--- config.mk ---
export PLATFORM = sky130hd
export DESIGN_NAME = lane_rx_monitor
export DESIGN_NICKNAME = d
export VERILOG_FILES = /design/src/logic/serdes_test_pkg.sv /design/src/logic/lane_rx_monitor.sv
export SDC_FILE = /design/constraint.sdc
export NUM_CORES = 1
export LEC_CHECK = 0
export BUFFER_PORTS_ARGS = -buffer_cell sky130_fd_sc_hd__buf_2
export CORE_UTILIZATION = 50
export CTS_CLUSTER_DIAMETER = 120
export CTS_CLUSTER_SIZE = 16
export DETAILED_ROUTE_END_ITERATION = 10
export PLACE_DENSITY = 0.86
export SYNTH_ARGS = -nofsm -noshare
export SYNTH_HDL_FRONTEND = slang
export SYNTH_SLANG_ARGS = --single-unit
--- constraint.sdc ---
create_clock -name rx0_pclk -period 1.6 [get_ports rx0_pclk]
set_clock_uncertainty 0.05 [all_clocks]
set_input_delay 0.08 -clock rx0_pclk [delete_from_list [all_inputs] [get_ports rx0_pclk]]
set_output_delay 0.08 -clock rx0_pclk [all_outputs]
set_load 0.1 [all_outputs]
--- src/logic/serdes_test_pkg.sv ---
// serdes link test package: shared byte, led and counter types plus default sizes
`default_nettype none

package serdes_test_pkg;

  // data path widths
  typedef logic [7:0]  rx_byte_t;     // one received byte from the pcs, 8b mode
  typedef logic [7:0]  tx_byte_t;     // one transmitted byte to the pcs
  typedef logic [3:0]  nibble_t;      // half byte, used when folding a byte onto leds

  // user visible status
  typedef logic [7:0]  led_t;         // board led bank
  typedef logic [19:0] edge_count_t;  // low speed ldr rising edge count

  // comma timing
  // the comma fires after the low byte of the pattern counter was all ones,
  // so it repeats every 2**COMMA_PERIOD_BITS cycles
  localparam int COMMA_PERIOD_BITS = 8;

  // default counter sizes for the real clock rate
  // pattern counter: top byte walks slowly enough to be read on a scope
  localparam int DEF_PATTERN_BITS = 31;
  // heartbeat: top bit blinks at a visible rate on the led
  localparam int DEF_HEARTBEAT_BITS = 28;

  // notes on use
  // pattern_bits must leave room for the tx byte plus at least one bit
  // below it, so it has to be 9 or more
  // heartbeat_bits only needs to be 1 or more, its top bit goes to the led
  // the edge counter wraps silently at 2**20 edges

endpackage

`default_nettype wire

--- src/logic/lane_rx_monitor.sv ---
// receive lane monitor: registers byte and loss flags, heartbeat and ldr edge count per lane
`default_nettype none

module lane_rx_monitor
#(
  parameter int heartbeat_bits = serdes_test_pkg::DEF_HEARTBEAT_BITS
)
(
  input  logic                         rx0_pclk,
  input  logic                         reset,
  input  serdes_test_pkg::rx_byte_t    rxd,           // lane byte from the pcs
  input  logic                         los,           // loss of signal
  input  logic                         lol,           // cdr loss of lock
  input  logic                         ldr,           // low speed data recovery line
  input  logic                         tx_heartbeat,  // from the pattern generator
  output serdes_test_pkg::led_t        status,        // full led word for this lane
  output serdes_test_pkg::edge_count_t ldr_edges      // rising edges seen on ldr
);

  serdes_test_pkg::rx_byte_t    rxd_q;     // sampled lane byte
  logic                         los_q;     // sampled loss of signal
  logic                         lol_q;     // sampled loss of lock
  logic [heartbeat_bits-1:0]    hb_ctr;    // rx heartbeat counter
  logic [1:0]                   ldr_trk;   // [1] newest sample, [0] previous one
  serdes_test_pkg::edge_count_t edge_cnt;  // running rising edge count
  serdes_test_pkg::nibble_t     byte_fold; // both nibbles of the byte or'ed
  logic                         rx_hb;     // heartbeat msb

  // input register stage, one cycle of latency for byte and flags
  always_ff @(posedge rx0_pclk)
  begin
    if (reset)
    begin
      rxd_q <= '0;
      los_q <= 1'b0;
      lol_q <= 1'b0;
    end
    else
    begin
      rxd_q <= rxd;
      los_q <= los;
      lol_q <= lol;
    end
  end

  // heartbeat, same counting rule as the tx pattern counter
  always_ff @(posedge rx0_pclk)
  begin
    if (reset)
    begin
      hb_ctr <= '0;
    end
    else
    begin
      hb_ctr <= hb_ctr + 1'b1;
    end
  end

  assign rx_hb = hb_ctr[heartbeat_bits-1];

  // ldr edge tracker
  // the new sample shifts in at the top, the old one drops to bit 0
  always_ff @(posedge rx0_pclk)
  begin
    if (reset)
    begin
      ldr_trk <= 2'b00;
    end
    else
    begin
      ldr_trk <= {ldr, ldr_trk[1]};
    end
  end

  // count on "new high, old low", one cycle after the tracker shows it
  always_ff @(posedge rx0_pclk)
  begin
    if (reset)
    begin
      edge_cnt <= '0;
    end
    else if (ldr_trk == 2'b10)
    begin
      edge_cnt <= edge_cnt + 1'b1;  // wraps at 2**20
    end
  end

  assign ldr_edges = edge_cnt;

  // led word for this lane
  // upper nibble shows activity on any byte bit, lower nibble is the flags
  assign byte_fold = rxd_q[7:4] | rxd_q[3:0];
  assign status    = {byte_fold, los_q, lol_q, tx_heartbeat, rx_hb};

  // edge count moves by at most one per cycle, outside of a reset
  a_edge_step: assert property (
    @(posedge rx0_pclk) disable iff (reset)
      !$past(reset) |->
        (edge_cnt == $past(edge_cnt)) ||
        (edge_cnt == serdes_test_pkg::edge_count_t'($past(edge_cnt) + 1'b1))
  ) else $error("ldr edge count jumped by more than one");

endmodule

`default_nettype wire

Word-level counts from Yosys, hierarchy flattened
Cells that the tools add are included.

cells by class
  order comparisons = 0
  shift operators = 0
  bitwise logic cells = 1
  div/mod/pow operators = 0
  equal/unequal tests = 1
  reduce and logical (&&, ||, !) cells = 0
  multiplexer cells = 0
  $add $sub $neg = 2
  $mul = 0

operators by type and width
  cell                   count
  $add 28x1->28 const B  1
  $add 20x1->20 const B  1
  $or 4x4->4             1
  $eq 2x2->1 const B     1

storage, ports and cells
  bits in latches = 0
  register bits = 60
  output and inout bits = 28
  bits in read-only memories = 0
  memories = 0
  input port bits = 14
  logic and storage cells = 10
  memory bits (writable) = 0

Longest topological paths before layout
Gate-level depths: netlist (run 1).

  depth after elaboration = 1
  gate-level depth with buffers = 6
  depth with buffers taken out = 5

Worst setup path after synthesis (run 1)
No wires, ideal clock.

  path kind = reg-to-reg
  start point = register edge_cnt[0] (netlist: ldr_edges[0])
  end point = register edge_cnt[16] (netlist: ldr_edges[16])
  required time = 1480 ps
  stages on the path, launching flop included = 6
  arrival time = 2293 ps
  library setup time = 70 ps
  clock period less this slack = 2414 ps
  buffers on the path = 0
  setup slack = -814 ps
  cell sequence = dfxtp_1 ha_1 and4_4 nand2_2 or4_1 a21oi_1

on the way
  cells in the longest elaborated chain, start to end = 1

ends and longest elaborated chain
  element                   RTL line               text
  start: declaration        lane_rx_monitor.sv:25  serdes_test_pkg::edge_count_t edge_cnt;
  start signal: assignment  lane_rx_monitor.sv:84  edge_cnt <= edge_cnt + 1'b1;
  $add 20x1->20             lane_rx_monitor.sv:84

No other way between the ends.
A chain may end at the register's enable or synchronous reset.

Final worst setup path (run 1)
  start point = register edge_cnt[3] (netlist: ldr_edges[3])
  end point = register edge_cnt[17] (netlist: ldr_edges[17])

Same word-level chain as after synthesis.

==> results.cfg, run 1 <==
[placed_design]
gp_congestion = 0.827
place_hpwl_mm = 3.60
port_buffers = 39
dp.cells = 394

[clock_tree]
clock_latency_ps = 330
cts_inserted_buffers = 9
clk_pin_slew_worst_paths_ps = 70
clk_path_buf_depth = 2
cts_tree = done
h-tree-depth = 3
root_buffer = clkbuf_8
cts.sinks = 60

[global_routing]
grt_use_met1_pct = 23.1
grt_start_max_net_pins = 25
grt_pass1_vias = 2136
grt_overflow_total = 0
antenna_found_initial = 0
grt_pass1_wl_mm = 9.07
grt_use_met3_pct = 6.37
grt_util_all_layers_pct = 22.4
busiest_layer = met2
met2_usage_pct = 41.1

[synthesis]
synth.largest_area_cell = dfxtp_1
ys.warnings.count = 0
synth_compound_area_share_pct = 8.69
syn-instance-count = 277
synthesis.area_mm2 = 0.00259
synth_top_family_by_area = simple AND/OR/NAND/NOR gates
synth-seq-cells = 60
synth_cell_types = 33
synth_top_area_share_pct = 46.3
synth-seq-area-share_pct = 46.3
avgSynthCellArea_um2 = 9.36
yosys-mux-area-fraction_pct = 0.386
synth_xor_area_share_pct = 8.78
yosys.area_share.simple_pct = 29.8
synth_fa_ha_area_share_pct = 0.965
synth_area_leaders = dfxtp_1 46%, xor2_1 7.8%, nor2_1 4.1%, nand4_1 3.6%, a21oi_1 3.5%
syn_nets = 293

[layout]
mostFrequentLayoutCells = 39 x buf_2, 38 x buf_4, 31 x dfxtp_1, 28 x nor2_1, 23 x xor2_1
final_common_cell = buf_2
syn2layout_area_growth_pct = 36.9
stdcell_count = 433
n_antenna_cell = 0
final_nets = 377
drive_gt1_share_pct = 42.9

[pwr]
vdd_ir_drop_max_mv = 0.672
cellLeakagePower_nw = 1.42
total_power_w = 0.00288
powerDensity_mw_per_mm2 = 811

[timing]
tightest_slew_ps = 496
period_share_pct = 98.4
hold_violations = 0
rsz0062_at_grt = true
min_period_ps = 1570
setup_violations = 0
fmax_ghz = 0.635
slew_viol_final = 0
slew-limit-headroom_pct = 67.1

[drt]
postRouteAntennaNets = 0
drt-wirelength-per-cell_um = 14.6
first_pass_iters = 4
drt_iter0_markers = 110
drc_errors = 0
vias = 2361
vias_per_cell = 5.45
routed_wirelength_mm = 6.32

[critical_path]
critical_path.max_fanout = 9
cpPeakStageDelay_ps = 450
arrival_ps = 1790
critPathKind = reg -> reg
cpMaxStageDelayCell = or4_4
worstPathRequired_ps = 1810
critPathLaunchType = register
reg2reg_slack_ps = 30
cp_cell_sequence = and4b_2 -> nand3_4 -> or4_4 -> a21oi_2
end_kind = register

[run_status]
outcome = complete, no violations

[floorplan]
fp.dieW_um = 74.0
initial_core_util_pct = 53.5
core_area_mm2 = 0.00485
fp.dieH_um = 74.0
num_rows = 25
dieArea_mm2 = 0.00548
ios = 42

[flow_run]
cap_violations = 0

[worst_hold_path]
hp-class = in -> out
## path summary, 6_finish.rpt
kind,to,start,depth (start not counted)
worst max register to register,ldr_edges[17],ldr_edges[3],4
worst min register to register,ldr_trk[0],ldr_trk[1],1
worst max-delay path,ldr_edges[17],ldr_edges[3],4
worst min-delay path,status[1],tx_heartbeat,0
## cells in the mapped netlist
library cell and count:
and2_2 1, and4b_1 1, xnor2_1 3, inv_1 1, and3_1 5, nor3_1 1
and4_4 3, nand3_1 11, or3_1 6, nand2_2 2, or2_2 4, buf_4 6
o21ai_0 7, o31ai_1 11, and4_1 6, xor2_1 23, nor2b_1 14, nand2_1 12
and2_1 3, a21oi_1 18, nand4_1 15, mux2i_1 1, or4_1 12, ha_1 2
buf_2 2, o21ba_2 1, nand4_2 1, o21a_1 1, buf_6 4, nand3_2 5
nor2_1 28, dfxtp_1 60, clkbuf_1 7
## metrics by stage
step                      hold slack, ps  cell area [um2]  setup TNS, ps  utilization (%)  worst slack [ps]
final                                110             3550              0             73.2              26.3
after global routing                 110             3550          -63.9             73.2             -24.9
after CTS                            100             3390              0             69.9              4.22
after detailed placement             111             3090           -163             63.8             -71.0
after global placement               111             3090          -18.6             63.8             -18.6
after floorplan                      158             2700           -667                -              -174
## sequential cells by signal, summed over array words and instances (netlist names)
register and cells:
rxd_q 8, ldr_edges 20, hb_ctr 28, lol_q 1
ldr_trk 2, los_q 1
## report_power, final
part	switching (W)	internal, W	leakage, nW
clock	0.000555	0.000556	0.0812
combinational	0.000166	0.0000867	0.828
sequential	0.0000168	0.00150	0.506
total	0.000738	0.00214	1.42
## layout make-up
cell class	instances	area (um2)
inverters	1	3.75
fillers	301	1300
clock inverters	3	15.0
repair buffers	90	631
clock buffers	13	139
well taps	67	83.8
flip-flops and latches	60	1280
multi-input cells	199	1400
## timing repair
item | in CTS | in global routing
setup endpoints to repair | 6 | 13
hold buffers | 11 | 0
cloned | 0 | 2
resized for setup | 4 | 28
setup buffers | 3 | 7
hold endpoints to repair | 11 | 0
pin swaps | 0 | 11
## kinds of logic (layout without fill, tap and decap cells)
| kind of cell | after synthesis | count (layout) |
|---|---|---|
| multiplexers | 1 | 1 |
| AND/OR/NAND/NOR | 130 | 132 |
| AO/OA/AOI/OAI | 38 | 38 |
| flip-flops | 60 | 60 |
| adder cells (fa/ha/maj) | 2 | 2 |
| XOR/XNOR | 26 | 26 |
| buffers and inverters | 20 | 107 |
## worst max-delay path: cells and delay by family, from the launching register on
family	cells	cell delay, ps
AOI/OAI and AO/OA	1	140
and+or+nand+nor	3	950
DFF	1	360
## routing by layer
layer	up-vias	part of all wire, %
met4	0	1.8
li1	1156	-
met5	-	0
met2	68	51
met1	1127	42
met3	10	5.2
Power figures use the tool's default switching activity.
==> inputs of run 2 (changes only) <==
--- a/config.mk
+++ b/config.mk
@@ -5,12 +5,13 @@
 export SDC_FILE = /design/constraint.sdc
 export NUM_CORES = 1
 export LEC_CHECK = 0
+export ABC_AREA = 1
 export BUFFER_PORTS_ARGS = -buffer_cell sky130_fd_sc_hd__buf_2
 export CORE_UTILIZATION = 50
 export CTS_CLUSTER_DIAMETER = 120
 export CTS_CLUSTER_SIZE = 16
 export DETAILED_ROUTE_END_ITERATION = 10
-export PLACE_DENSITY = 0.86
+export PLACE_DENSITY = 0.81
 export SYNTH_ARGS = -nofsm -noshare
 export SYNTH_HDL_FRONTEND = slang
 export SYNTH_SLANG_ARGS = --single-unit
==> run 2 against run 1 <==
  * Die area grew 11%
  * Total power grew 8.2%
  * Core utilization is 10 points lower
  * Count of clock-buffer cells in the layout fell by 3
==> results.cfg, run 2 <==
[global_routing]
grt_start_max_net_pins = 34
antenna_found_initial = 0
grt_overflow_total = 0
grt_pass1_wl_mm = 11.0
grt_util_all_layers_pct = 22.9
grt_pass1_vias = 2573

[pwr]
vdd_ir_drop_max_mv = 1.03
powerDensity_mw_per_mm2 = 894
total_power_w = 0.00311
cellLeakagePower_nw = 1.46

[critical_path]
cpPeakStageDelay_ps = 360
worstPathRequired_ps = 1770
crit_family = simple AND/OR/NAND/NOR gates
crit_path_start = ldr_edges[1]
arrival_ps = 1650
r2r-start = ldr_edges[1]
cp.buffers_inverters = 0
cp_cell_sequence = ha_1 -> nand3_1 -> nor3_2 -> nand2_1 -> o21ai_0 -> nor2_1
cpMaxStageDelayCell = dfxtp_4
end_kind = register
critPathLaunchType = register
critical_path.max_fanout = 5
critPathKind = reg -> reg

[floorplan]
fp.dieH_um = 77.9
ios = 42
fp.dieW_um = 77.9
initial_core_util_pct = 52.0
core_area_mm2 = 0.00554
num_rows = 27
dieArea_mm2 = 0.00607

[layout]
n_antenna_cell = 0
top_register = hb_ctr
final_common_cell = nand2_1
final_nets = 500
mostFrequentLayoutCells = 97 x nand2_1, 96 x nor2_1, 54 x inv_1, 40 x dfxtp_1, 39 x buf_2
drive_gt1_share_pct = 21.3
syn2layout_area_growth_pct = 20.7
largest_reg_flops = 28
stdcell_count = 561

[drt]
vias = 2780
vias_per_cell = 4.96
postRouteAntennaNets = 0
drt_iter0_markers = 105
drt-wirelength-per-cell_um = 11.6
first_pass_iters = 4
routed_wirelength_mm = 6.48
drc_errors = 0

[synthesis]
syn_nets = 445
ys.flop_type = dfxtp_1
ys.warnings.count = 0
synth-seq-cells = 60
synthesis.area_mm2 = 0.00288
synth_edf_count = 0
syn-instance-count = 429
synth_area_leaders = dfxtp_1 42%, nand2_1 13%, nor2_1 13%, inv_1 7.0%, nand3_1 5.2%
async_flop_share_pct = 0
synth.largest_area_cell = dfxtp_1
synth_cell_types = 26
synth_top_area_share_pct = 41.7
synth-seq-area-share_pct = 41.7
synth_commonest_cells = 97 x nand2_1, 97 x nor2_1, 60 x dfxtp_1
avgSynthCellArea_um2 = 6.72

[timing]
fmax_ghz = 0.679
holdWs_ps = 111
hold_violations = 0
slew_viol_final = 0
fin_tns_setup_ps = 0
period_share_pct = 92.0
slew-limit-headroom_pct = 66.5
rsz0062_at_grt = false
setup_violations = 0
min_period_ps = 1470
setup_ws_ps = 128
tightest_slew_ps = 507

[clock_tree]
root_buffer = clkbuf_8
clock_latency_ps = 340
cts.sinks = 60
cts_tree = done
clk_pin_slew_worst_paths_ps = 70
h-tree-depth = 3
clk_path_buf_depth = 2
cts_inserted_buffers = 9

[placed_design]
dp.cells = 533
dp_worst_setup_slack_ps = 108
place_hpwl_mm = 4.62
gp_congestion = 0.828
port_buffers = 39

[worst_hold_path]
hp-class = in -> out
worstHoldStart = tx_heartbeat

[flow_run]
cap_violations = 0

[run_status]
outcome = complete, no violations
-- run 2: cell count changes after synthesis, moves of 10 or more --
cell,before,now
inv_1,1,54
nand2_1,12,97
nand3_1,11,30
nor2_1,28,97
nor2_2,0,10
nor2b_1,14,0
o31ai_1,11,0
or4_1,12,0
xor2_1,23,8
-- run 2: power breakdown --
group | switching, W | internal (W)
Sequential | 0.0000134 | 0.00152
Clock | 0.000616 | 0.000719
Combinational | 0.000179 | 0.0000688
Total | 0.000808 | 0.00231
-- run 2: cell type report --
class	instances	area (um2)
Clock buffer	10	128
Clock inverter	6	65.1
Fill cell	501	2060
Inverter	55	206
Multi-Input combinational cell	304	1430
Sequential cell	60	1230
Tap cell	72	90.1
Timing Repair Buffer	54	335
-- run 2: layer usage --
| layer | GRT usage [%] | wire, um | vias up | part of all wire, % |
|---|---|---|---|---|
| met1 | 24.2 | 2740 | 1277 | 42 |
| met3 | 7.06 | 312 | 10 | 4.8 |
| met4 | 7.04 | 88 | 0 | 1.4 |
| met2 | 42.9 | 3340 | 61 | 52 |
| li1 | - | - | 1432 | - |
| met5 | 0 | 0 | - | 0 |
-- run 2: worst register-to-register path, cell delays in order (launching register included) --
cell and delay, ps:
dfxtp_4 360, ha_1 180, nand3_1 160, nor3_2 290
nand2_1 110, o21ai_0 170, nor2_1 50
-- run 2: cells by family after synthesis --
logic type / synth area share (%)
AO/OA/AOI/OAI: 5.90
XOR/XNOR: 3.04
adder cells (fa/ha/maj): 0.868
buffers and inverters: 9.07
flip-flops: 41.7
AND/OR/NAND/NOR: 39.5
-- run 2: metrics by stage --
step	cell area, um2	util, %
after floorplan	2910	-
after global routing	3480	62.8
after global placement	3160	57.1
final	3480	62.8
after CTS	3470	62.6
after detailed placement	3160	57.1
-- run 2: final timing paths --
| path | endpoint | slack [ps] | depth (start not counted) |
|---|---|---|---|
| setup reg to reg | ldr_edges[8] | 130 | 6 |
| setup / recovery | ldr_edges[8] | 130 | 6 |
| hold reg to reg | hb_ctr[0] | 390 | 1 |
| hold / removal | status[1] | 110 | 0 |
-- run 2: what timing repair did --
action / 4_1_cts / 5_1_grt
gates resized for setup: 0 / 3
endpoints found under the hold margin: 11 / 0
hold buffers: 11 / 0
buffers inserted: 0 / 1
endpoints found under the setup margin: 0 / 3
